--- config.mk ---
export PLATFORM = sky130hd
export DESIGN_NAME = branch_pred_top
export DESIGN_NICKNAME = d
export VERILOG_FILES = /design/src/rtl/bp_pkg.sv /design/src/rtl/btb_2.sv /design/src/rtl/bht_2.sv /design/src/rtl/next_pc_sel.sv /design/src/rtl/branch_pred_top.sv
export VERILOG_INCLUDE_DIRS = /design/src /design/src/rtl
export SDC_FILE = /design/constraint.sdc
export NUM_CORES = 2
export LEC_CHECK = 0
export ABC_AREA = 1
export BUFFER_PORTS_ARGS = -buffer_cell sky130_fd_sc_hd__buf_2
export CAP_MARGIN = 5
export CELL_PAD_IN_SITES_DETAIL_PLACEMENT = 0
export CELL_PAD_IN_SITES_GLOBAL_PLACEMENT = 2
export CORE_MARGIN = 8
export CORE_UTILIZATION = 33
export DETAILED_ROUTE_END_ITERATION = 10
export GPL_ROUTABILITY_DRIVEN = 0
export PLACE_DENSITY = 0.89
export SLEW_MARGIN = 5
export SYNTH_ARGS = -nofsm -noshare
export SYNTH_HDL_FRONTEND = slang
export SYNTH_HIERARCHICAL = 1
export SYNTH_SLANG_ARGS = --single-unit
--- constraint.sdc ---
create_clock -name clock -period 5.03 [get_ports clock]
set_input_delay 0.7545 -clock clock [delete_from_list [all_inputs] [get_ports clock]]
set_output_delay 0.7545 -clock clock [all_outputs]
set_load 0.005 [all_outputs]
--- src/rtl/bp_macros.svh ---
// Geometry macros for the branch prediction front end: address width and table sizes
`ifndef BP_MACROS_SVH
`define BP_MACROS_SVH

//////////////////////////////////////////////////////////////////////
// Address width
//////////////////////////////////////////////////////////////////////
`define XLEN 32

//////////////////////////////////////////////////////////////////////
// Branch target buffer, direct mapped
//////////////////////////////////////////////////////////////////////
`define BTB_IDX_LEN 4
`define BTB_SIZE 16

//////////////////////////////////////////////////////////////////////
// History table of 2-bit counters
//////////////////////////////////////////////////////////////////////
`define BHT_IDX_LEN 6
`define BHT_SIZE 64

`endif

--- src/rtl/bp_pkg.sv ---
// Shared address, tag, index and counter types for the branch predictor
`include "bp_macros.svh"

package bp_pkg;

   // Full instruction address
   typedef logic [`XLEN-1:0] pc_t;

   // BTB fields cut from PC bits 15 down to 2
   typedef logic [13-`BTB_IDX_LEN:0] btb_tag_t;
   typedef logic [`BTB_IDX_LEN-1:0] btb_idx_t;

   // Stored target word, PC bits 15 to 2
   typedef logic [13:0] btb_tgt_t;

   // History table index, PC bits BHT_IDX_LEN+1 down to 2
   typedef logic [`BHT_IDX_LEN-1:0] bht_idx_t;

   // 0 strongly not-taken, 1 weakly not-taken,
   // 2 weakly taken, 3 strongly taken
   typedef logic [1:0] bht_cnt_t;

endpackage

--- src/rtl/btb_2.sv ---
// Direct-mapped branch target buffer with two lookup ports and two write ports
`timescale 1ns/10ps
`include "bp_macros.svh"

module btb_2 (
   input  logic          clock,
   input  logic          reset,

   // Lookup side
   input  logic          read_en_0,
   input  logic          read_en_1,
   input  bp_pkg::pc_t   pc_r_0,
   input  bp_pkg::pc_t   pc_r_1,

   // Retirement updates
   input  logic          update_en_0,
   input  logic          update_en_1,
   input  logic          update_taken_0,
   input  logic          update_taken_1,
   input  bp_pkg::pc_t   update_pc_0,
   input  bp_pkg::pc_t   update_pc_1,
   input  bp_pkg::pc_t   update_target_0,
   input  bp_pkg::pc_t   update_target_1,

   output logic          hit_0,
   output logic          hit_1,
   output bp_pkg::pc_t   target_0,
   output bp_pkg::pc_t   target_1
);
   import bp_pkg::*;

   logic [`BTB_SIZE-1:0] btb_valid;
   btb_tag_t             btb_tag [`BTB_SIZE];
   btb_tgt_t             btb_target [`BTB_SIZE];

   btb_tag_t rd_tag_0, rd_tag_1, wr_tag_0, wr_tag_1;
   btb_idx_t rd_idx_0, rd_idx_1, wr_idx_0, wr_idx_1;
   logic     wr_0, wr_1;

   assign {rd_tag_0, rd_idx_0} = pc_r_0[15:2];
   assign {rd_tag_1, rd_idx_1} = pc_r_1[15:2];
   assign {wr_tag_0, wr_idx_0} = update_pc_0[15:2];
   assign {wr_tag_1, wr_idx_1} = update_pc_1[15:2];

   //////////////////////////////////////////////////////////////////////
   // Purely combinational lookup
   //////////////////////////////////////////////////////////////////////
   assign hit_0 = read_en_0 && btb_valid[rd_idx_0] && (btb_tag[rd_idx_0] == rd_tag_0);
   assign hit_1 = read_en_1 && btb_valid[rd_idx_1] && (btb_tag[rd_idx_1] == rd_tag_1);

   // Rebuild the target with zero upper and lower bits
   assign target_0 = hit_0 ? {{(`XLEN-16){1'b0}}, btb_target[rd_idx_0], 2'b00} : '0;
   assign target_1 = hit_1 ? {{(`XLEN-16){1'b0}}, btb_target[rd_idx_1], 2'b00} : '0;

   //////////////////////////////////////////////////////////////////////
   // Install taken branches
   //////////////////////////////////////////////////////////////////////
   assign wr_0 = update_en_0 && update_taken_0;
   // Slot 1 steps aside when slot 0 writes the same entry
   assign wr_1 = update_en_1 && update_taken_1 && !(wr_0 && (wr_idx_1 == wr_idx_0));

   always_ff @(posedge clock) begin
      if (reset) begin
         btb_valid  <= '0;
         btb_tag    <= '{default: '0};
         btb_target <= '{default: '0};
      end else begin
         if (wr_0) begin
            btb_valid[wr_idx_0]  <= 1'b1;
            btb_tag[wr_idx_0]    <= wr_tag_0;
            btb_target[wr_idx_0] <= update_target_0[15:2];
         end
         if (wr_1) begin
            btb_valid[wr_idx_1]  <= 1'b1;
            btb_tag[wr_idx_1]    <= wr_tag_1;
            btb_target[wr_idx_1] <= update_target_1[15:2];
         end
      end
   end

   //////////////////////////////////////////////////////////////////////
   // Checks
   //////////////////////////////////////////////////////////////////////
   // Retirement must never present unknown strobes
   a_update_known: assert property (@(posedge clock) disable iff (reset)
      !$isunknown({update_en_0, update_en_1}));

endmodule

--- src/rtl/bht_2.sv ---
// Direct-mapped history table of 2-bit saturating counters, two lookups and two updates
`timescale 1ns/10ps
`include "bp_macros.svh"

module bht_2 (
   input  logic          clock,
   input  logic          reset,

   input  logic          read_en_0,
   input  logic          read_en_1,
   input  bp_pkg::pc_t   pc_r_0,
   input  bp_pkg::pc_t   pc_r_1,

   input  logic          update_en_0,
   input  logic          update_en_1,
   input  logic          update_taken_0,
   input  logic          update_taken_1,
   input  bp_pkg::pc_t   update_pc_0,
   input  bp_pkg::pc_t   update_pc_1,

   output logic          taken_0,
   output logic          taken_1
);
   import bp_pkg::*;

   bht_cnt_t bht_cnt [`BHT_SIZE];

   bht_idx_t rd_idx_0, rd_idx_1, upd_idx_0, upd_idx_1;
   logic     upd_1_apply;

   // One step of the saturating counter
   function automatic bht_cnt_t sat_step(input bht_cnt_t cnt, input logic taken);
      bht_cnt_t nxt;
      nxt = cnt;
      if (taken && cnt != 2'd3)
         nxt = cnt + 2'd1;
      else if (!taken && cnt != 2'd0)
         nxt = cnt - 2'd1;
      return nxt;
   endfunction

   assign rd_idx_0  = pc_r_0[`BHT_IDX_LEN+1:2];
   assign rd_idx_1  = pc_r_1[`BHT_IDX_LEN+1:2];
   assign upd_idx_0 = update_pc_0[`BHT_IDX_LEN+1:2];
   assign upd_idx_1 = update_pc_1[`BHT_IDX_LEN+1:2];

   // Upper counter bit means predict taken
   assign taken_0 = read_en_0 && bht_cnt[rd_idx_0][1];
   assign taken_1 = read_en_1 && bht_cnt[rd_idx_1][1];

   // Same-index conflict, slot 0 wins
   assign upd_1_apply = update_en_1 && !(update_en_0 && (upd_idx_1 == upd_idx_0));

   always_ff @(posedge clock) begin
      if (reset) begin
         // Start weakly not-taken
         bht_cnt <= '{default: 2'd1};
      end else begin
         if (update_en_0)
            bht_cnt[upd_idx_0] <= sat_step(bht_cnt[upd_idx_0], update_taken_0);
         if (upd_1_apply)
            bht_cnt[upd_idx_1] <= sat_step(bht_cnt[upd_idx_1], update_taken_1);
      end
   end

   // Saturated counters hold instead of wrapping
   a_no_wrap: assert property (@(posedge clock) disable iff (reset)
      (update_en_0 && update_taken_0 && bht_cnt[upd_idx_0] == 2'd3
         |=> bht_cnt[$past(upd_idx_0)] == 2'd3)
      and (update_en_0 && !update_taken_0 && bht_cnt[upd_idx_0] == 2'd0
         |=> bht_cnt[$past(upd_idx_0)] == 2'd0));

endmodule

--- src/rtl/next_pc_sel.sv ---
// Next fetch address selection from BTB hits and history predictions
`timescale 1ns/10ps
`include "bp_macros.svh"

module next_pc_sel (
   input  logic          fetch_en,
   input  bp_pkg::pc_t   fetch_pc,

   input  logic          hit_0,
   input  logic          hit_1,
   input  logic          taken_0,
   input  logic          taken_1,
   input  bp_pkg::pc_t   target_0,
   input  bp_pkg::pc_t   target_1,

   output bp_pkg::pc_t   next_pc,
   output logic          pred_taken_0,
   output logic          pred_taken_1
);
   import bp_pkg::*;

   pc_t  seq_pc;
   logic take_0, take_1;

   // Fall-through past both slots
   assign seq_pc = fetch_pc + `XLEN'(8);

   //////////////////////////////////////////////////////////////////////
   // Slot priority
   //////////////////////////////////////////////////////////////////////
   assign take_0 = fetch_en && hit_0 && taken_0;
   // Slot 1 only counts when slot 0 does not redirect
   assign take_1 = fetch_en && !take_0 && hit_1 && taken_1;

   assign pred_taken_0 = take_0;
   assign pred_taken_1 = take_1;

   always_comb begin
      if (!fetch_en)
         next_pc = fetch_pc;   // hold fetch
      else if (take_0)
         next_pc = target_0;
      else if (take_1)
         next_pc = target_1;
      else
         next_pc = seq_pc;
   end

endmodule

--- src/rtl/branch_pred_top.sv ---
// Branch prediction front end for a two-wide fetch: BTB, history table and next-PC select
`timescale 1ns/10ps
`include "bp_macros.svh"

module branch_pred_top (
   input  logic          clock,
   input  logic          reset,
   input  logic          fetch_en,
   input  bp_pkg::pc_t   fetch_pc,

   input  logic          update_en_0,
   input  logic          update_en_1,
   input  logic          update_taken_0,
   input  logic          update_taken_1,
   input  bp_pkg::pc_t   update_pc_0,
   input  bp_pkg::pc_t   update_pc_1,
   input  bp_pkg::pc_t   update_target_0,
   input  bp_pkg::pc_t   update_target_1,

   output bp_pkg::pc_t   next_pc,
   output logic          pred_taken_0,
   output logic          pred_taken_1
);
   import bp_pkg::*;

   // Second fetch slot sits one word above the first
   pc_t  fetch_pc_1;
   logic hit_0, hit_1;
   logic taken_0, taken_1;
   pc_t  target_0, target_1;

   assign fetch_pc_1 = fetch_pc + `XLEN'(4);

   //////////////////////////////////////////////////////////////////////
   // Tables
   //////////////////////////////////////////////////////////////////////
   btb_2 btb_i (
      .clock           (clock),
      .reset           (reset),
      .read_en_0       (fetch_en),
      .read_en_1       (fetch_en),
      .pc_r_0          (fetch_pc),
      .pc_r_1          (fetch_pc_1),
      .update_en_0     (update_en_0),
      .update_en_1     (update_en_1),
      .update_taken_0  (update_taken_0),
      .update_taken_1  (update_taken_1),
      .update_pc_0     (update_pc_0),
      .update_pc_1     (update_pc_1),
      .update_target_0 (update_target_0),
      .update_target_1 (update_target_1),
      .hit_0           (hit_0),
      .hit_1           (hit_1),
      .target_0        (target_0),
      .target_1        (target_1)
   );

   bht_2 bht_i (
      .clock          (clock),
      .reset          (reset),
      .read_en_0      (fetch_en),
      .read_en_1      (fetch_en),
      .pc_r_0         (fetch_pc),
      .pc_r_1         (fetch_pc_1),
      .update_en_0    (update_en_0),
      .update_en_1    (update_en_1),
      .update_taken_0 (update_taken_0),
      .update_taken_1 (update_taken_1),
      .update_pc_0    (update_pc_0),
      .update_pc_1    (update_pc_1),
      .taken_0        (taken_0),
      .taken_1        (taken_1)
   );

   //////////////////////////////////////////////////////////////////////
   // Redirect
   //////////////////////////////////////////////////////////////////////
   next_pc_sel sel_i (
      .fetch_en     (fetch_en),
      .fetch_pc     (fetch_pc),
      .hit_0        (hit_0),
      .hit_1        (hit_1),
      .taken_0      (taken_0),
      .taken_1      (taken_1),
      .target_0     (target_0),
      .target_1     (target_1),
      .next_pc      (next_pc),
      .pred_taken_0 (pred_taken_0),
      .pred_taken_1 (pred_taken_1)
   );

endmodule

# ---- After elaboration in Yosys (flattened, before gate mapping)
# Cells that the tools add are included.
dict set report word_totals {
  reg_bits 528
  inputBits 167
}
dict set report classes {
  n_mux 75
  eq_ne 6
  n_bitwise 10
  reduce_logical 34
  n_addsub 6
  order_cmp 18
}
# op n
set op_table {}
lappend op_table {{224-bit two-way mux} 3}
lappend op_table {{160-bit two-way mux} 3}
lappend op_table {{224-bit bitwise mux} 2}
lappend op_table {{128-bit two-way mux} 3}
lappend op_table {{160-bit bitwise mux} 2}
lappend op_table {{128-bit bitwise mux} 2}
lappend op_table {{14-bit binary-select mux with 4-bit select} 2}
lappend op_table {{14-bit demux with 4-bit select} 2}
lappend op_table {{32-bit two-way mux} 3}
lappend op_table {{14-bit two-way mux} 6}
lappend op_table {{10-bit binary-select mux with 4-bit select} 2}
lappend op_table {{10-bit demux with 4-bit select} 2}
lappend op_table {{16-bit two-way mux} 5}
lappend op_table {{10-bit two-way mux} 6}
lappend op_table {{2-bit binary-select mux with 6-bit select} 4}
lappend op_table {{2-bit two-way mux} 18}
lappend op_table {{32-bit by 4-bit adder with 32-bit output, second input constant} 1}
lappend op_table {{16-bit bitwise OR} 2}
lappend op_table {{7-bit greater-or-equal comparator, second input constant} 4}
lappend op_table {{6-bit NOT with 7-bit output} 4}
lappend op_table {{1-bit logical AND} 27}
lappend op_table {{2-bit demux with 6-bit select} 2}
lappend op_table {{10-bit == test} 2}
lappend op_table {{5-bit greater-or-equal comparator, second input constant} 4}
lappend op_table {{other kinds (16)} 38}

# ---- Depth between registers and ports, before layout
dict set report depth {
  ltp_word 15
  mapped_depth 25
  mapped_depth_nobuf 21
}

# ---- Modules after synthesis
# The synthesis kept the hierarchy.
# module n_inst seq_area_each_um2 area_each_um2 cells_each
set by_module_without_submodules {}
lappend by_module_without_submodules {btb_2 1 8007.7 27719.1 4552}
lappend by_module_without_submodules {bht_2 1 2562.5 12545.8 2455}
lappend by_module_without_submodules {next_pc_sel 1 0.0 1988.2 425}
lappend by_module_without_submodules {branch_pred_top 1 0.0 894.6 175}

# ---- Worst setup path after synthesis
# No wires, ideal clock.
dict set report synth_path {
  path_kind {input-to-output}
  start {input port fetch_pc[2]}
  end {output port next_pc[30]}
  required_ps 4276
  setup_slack_ps 951
  arrival_time_ps 3324
  stages 18
  n_path_buf 3
  path_cell_list {inv_1 > nor2_8 > xor2_1 > buf_1 > nand3_1 > a21boi_0 > nand3_1 > nor2_1 > nand3_2 > buf_2 > inv_1 > nand3_4 > nor2_4 > inv_2 > buf_4 > nand3_1 > nand2_1 > a21oi_1}
}
dict set report synth_via {
  word_cells_on_any_way 39
  classes_between {2 x add/sub; 2 x eq/ne; 19 x mux; 4 x bitwise; 12 x reduce/logical}
}
# item line
set synth_lines {}
lappend synth_lines {{from (decl)} branch_pred_top.sv:9} ;# input bp_pkg::pc_t fetch_pc,
lappend synth_lines {{16-bit by 3-bit adder with 16-bit output *} branch_pred_top.sv:32} ;# assign fetch_pc_1 = fetch_pc + `XLEN'(4);
lappend synth_lines {{via fetch_pc_1[5]} branch_pred_top.sv:27} ;# pc_t fetch_pc_1;
lappend synth_lines {{4-bit NOT with 5-bit output (implied by the code)} btb_2.sv:49} ;# assign hit_1 = read_en_1 && btb_valid[rd_idx_1] && (btb_tag[rd_idx_1] == rd_tag_1);
lappend synth_lines {{10-bit binary-select mux with 4-bit select} btb_2.sv:49}
lappend synth_lines {{10-bit two-way mux (implied by the code) (2 in a row)} btb_2.sv:49}
lappend synth_lines {{10-bit == test} btb_2.sv:49}
lappend synth_lines {{1-bit logical AND *} btb_2.sv:49}
lappend synth_lines {{via hit_1} branch_pred_top.sv:28} ;# logic hit_0, hit_1;
lappend synth_lines {{1-bit logical AND * (2 in a row)} next_pc_sel.sv:33} ;# assign take_1 = fetch_en && !take_0 && hit_1 && taken_1;
lappend synth_lines {{32-bit two-way mux *} next_pc_sel.sv:43} ;# else if (take_1)
lappend synth_lines {{32-bit two-way mux *} next_pc_sel.sv:41} ;# else if (take_0)
lappend synth_lines {{32-bit two-way mux *} next_pc_sel.sv:39} ;# if (!fetch_en)
lappend synth_lines {{to (decl)} branch_pred_top.sv:20} ;# output bp_pkg::pc_t next_pc,
# The timed path passes the listed nets; every way through them passes the cells marked *. The select of a mux whose other input is x is not followed.

# ---- Worst setup path after layout
dict set report layout_path {
  start {input port fetch_pc[3]}
  end {output port next_pc[17]}
}
# Same word-level chain as after synthesis.

==> flow_summary.toml <==
[drt]
ant_nets = 0
vias = 48240
wl_per_cell_um = 21.79
dr.pass1.iters = 9
drc = 0
drtIter0Drc = 5487
routed_wl_mm = 196.8
via_per_inst = 5.343

[yosys]
avgSynthCellArea_um2 = 5.693
syn_area_um2 = 42590
ys_warn_count = 6
synthCells = 7480

[final_layout]
final_nets = 7469
area_growth_pct = 10.33
finalNonFillerCells = 9030
multi_input_area_um2 = 24970
n_fill_cell = 14200
ff_latch_area_um2 = 10570
final_layout_size_suffix_gt1_share_pct = 8.618
fin_util_pct = 36.47

[critical_path]
crit_path_max_fanout = 25
cp.arrival_ns = 4.07
cp_num_cells = 23
critPathTopFamily = "simple AND/OR/NAND/NOR gates"
slowest_stage = "buf_4"
r2r_cells = 16
worst_path_most_repeated_cell = "nand3_1"
crit_type = "in -> out"
required_ns = 4.28
cp_num_buf_inv = 7
path_cells = "buf_4, ha_4, buf_12, buf_4, a21oi_1, o21ai_0, nand3_1, nand3_1, nand2_1, nand2_1, nand3_1, nor2_1, nand3_2, inv_1, nand3_4, nor2_4, inv_2, buf_4, nand3_1, nand3_1, nand2_1, nand2_1, buf_2"
start_kind = "primary input"
slowest_delay_ns = 0.41
cp-end-kind = "primary output"

[clocking]
cts_tree = "built"
clk_latency_ns = 0.69
cts.hold.buffers_added = 0
htree_levels = 3
cts.sinks = 528
clk_path_buf_depth = 3
cts_made_buffers = 70
clkTransAtPathRegs_ns = 0.05
cts_root_buf = "clkbuf_16"

[timing]
clock.fmax_mhz = 207.1
worst_slew_margin_rel_pct = 19.47
rsz0062_at_grt = "no"
layout_min_cycle_time_ns = 4.829
fin_crit_sh_pct = 96.00
fin_hold_ws_ns = 0.4962
skew_ns = 0.01980
tns_ns = 0
drv_slew = 0
finalHoldViolations = 0
setup_viol = 0
tightest_slew_ns = 1.207

[grt]
top_usage_layer = "met2"
use_met3_pct = 4.494
globalRouteMet1Util_pct = 34.69
use_met2_pct = 41.61
grt_first_pass_wirelength_mm = 287.5
overflow = 0
track_usage_pct = 26.48
grt_max_degree = 172
grt_pass1_vias = 43390
antenna_found_initial = 20

[floorplanning]
io_pins = 201
die_area_um2 = 140800
std_cell_rows = 132
core_um2 = 128800
die_w_um = 375.2
die_h_um = 375.2
initial_utilization_pct = 33.06

[place]
dp_hpwl_mm = 123.4
portBuffers = 128
placed_cells = 8895

[worst_hold_path]
hold_path.class = "reg -> reg"
hold_depth = 2

[power_and_ir_drop]
finalPower_mw = 12.14
p_per_area_nw_per_um2 = 258.5
p_leak_nw = 20.02
ir_drop_mv = 0.3783

[status]
status = "completed"

[flow_run]
max-cap-violations = 0
[registers in the layout, summed over array words and instances, names as in the netlist]
| register | count |
|---|---|
| btb_i/btb_target | 224 |
| btb_i/btb_valid | 16 |
| btb_i/btb_tag | 160 |
| bht_i/bht_cnt | 128 |
[timing repair]
item                       4_1_cts  5_1_grt
setup endpoints to repair        0       21
gates resized for setup          0        9
buffers inserted                 0        2
[per-layer routing]
layer / wire length, µm / share of wire, % / vias up
li1: - / - / 23530
met1: 83270 / 42 / 22230
met2: 85660 / 44 / 2053
met3: 16380 / 8.3 / 430
met4: 11390 / 5.8 / 8
met5: 57 / 0.029 / -
[power by group]
part / internal, mW / switching [mW]
Clock: 2.98 / 2.24
Combinational: 0.705 / 1.90
Sequential: 4.26 / 0.0512
Total: 7.95 / 4.20
[through the flow]
step / area [µm²] / setup WS [ns]
floorplan: 42720 / 0.9511
global placement: 44610 / 0.01403
detailed placement: 44610 / 0.03378
CTS: 46890 / 0.02161
global route: 46960 / 0.01238
finish: 46990 / 0.2010
[path summary, 6_finish.rpt]
| kind | startpoint | to | slack, ns |
|---|---|---|---|
| worst max-delay path | fetch_pc[3] | next_pc[17] | 0.20 |
| worst min-delay path | btb_i/btb_valid[0]$_SDFF_PP0_ | btb_i/btb_valid[0]$_SDFF_PP0_ | 0.50 |
| worst min register to register | btb_i/btb_valid[0]$_SDFF_PP0_ | btb_i/btb_valid[0]$_SDFF_PP0_ | 0.50 |
| worst max register to register | bht_i/bht_cnt[40]$_SDFF_PP1_ | bht_i/bht_cnt[108]$_SDFF_PP1_ | 1.93 |
[cell usage in the layout (no fill, tap or decap), drive strengths merged, types with 20 or more instances in the layout]
cell type	count
o211ai	82
dfxtp	528
conb	36
nand2	1871
nand3	672
a21oi	342
nor2	796
clkinv	26
buf	316
or2	24
o22ai	47
o21ai	796
a211oi	384
inv	1194
nor3	22
clkbuf	103
a31oi	21
a221oi	20
[worst min-delay path: stages (launching register included)]
cell and delay, ns:
dfxtp_1 0.32, inv_1 0.05, a31oi_1 0.07
[final cells by class]
type,instances,share of cell area (%)
well taps,1675,4.460
inverters,1205,9.675
clock inverters,19,0.5086
flip-flops and latches,528,22.50
clock buffers,102,4.349
diodes,10,0.05326
repair buffers,317,5.323
multi-input cells,5174,53.13
Note: power is estimated with default switching activity, not from simulation.
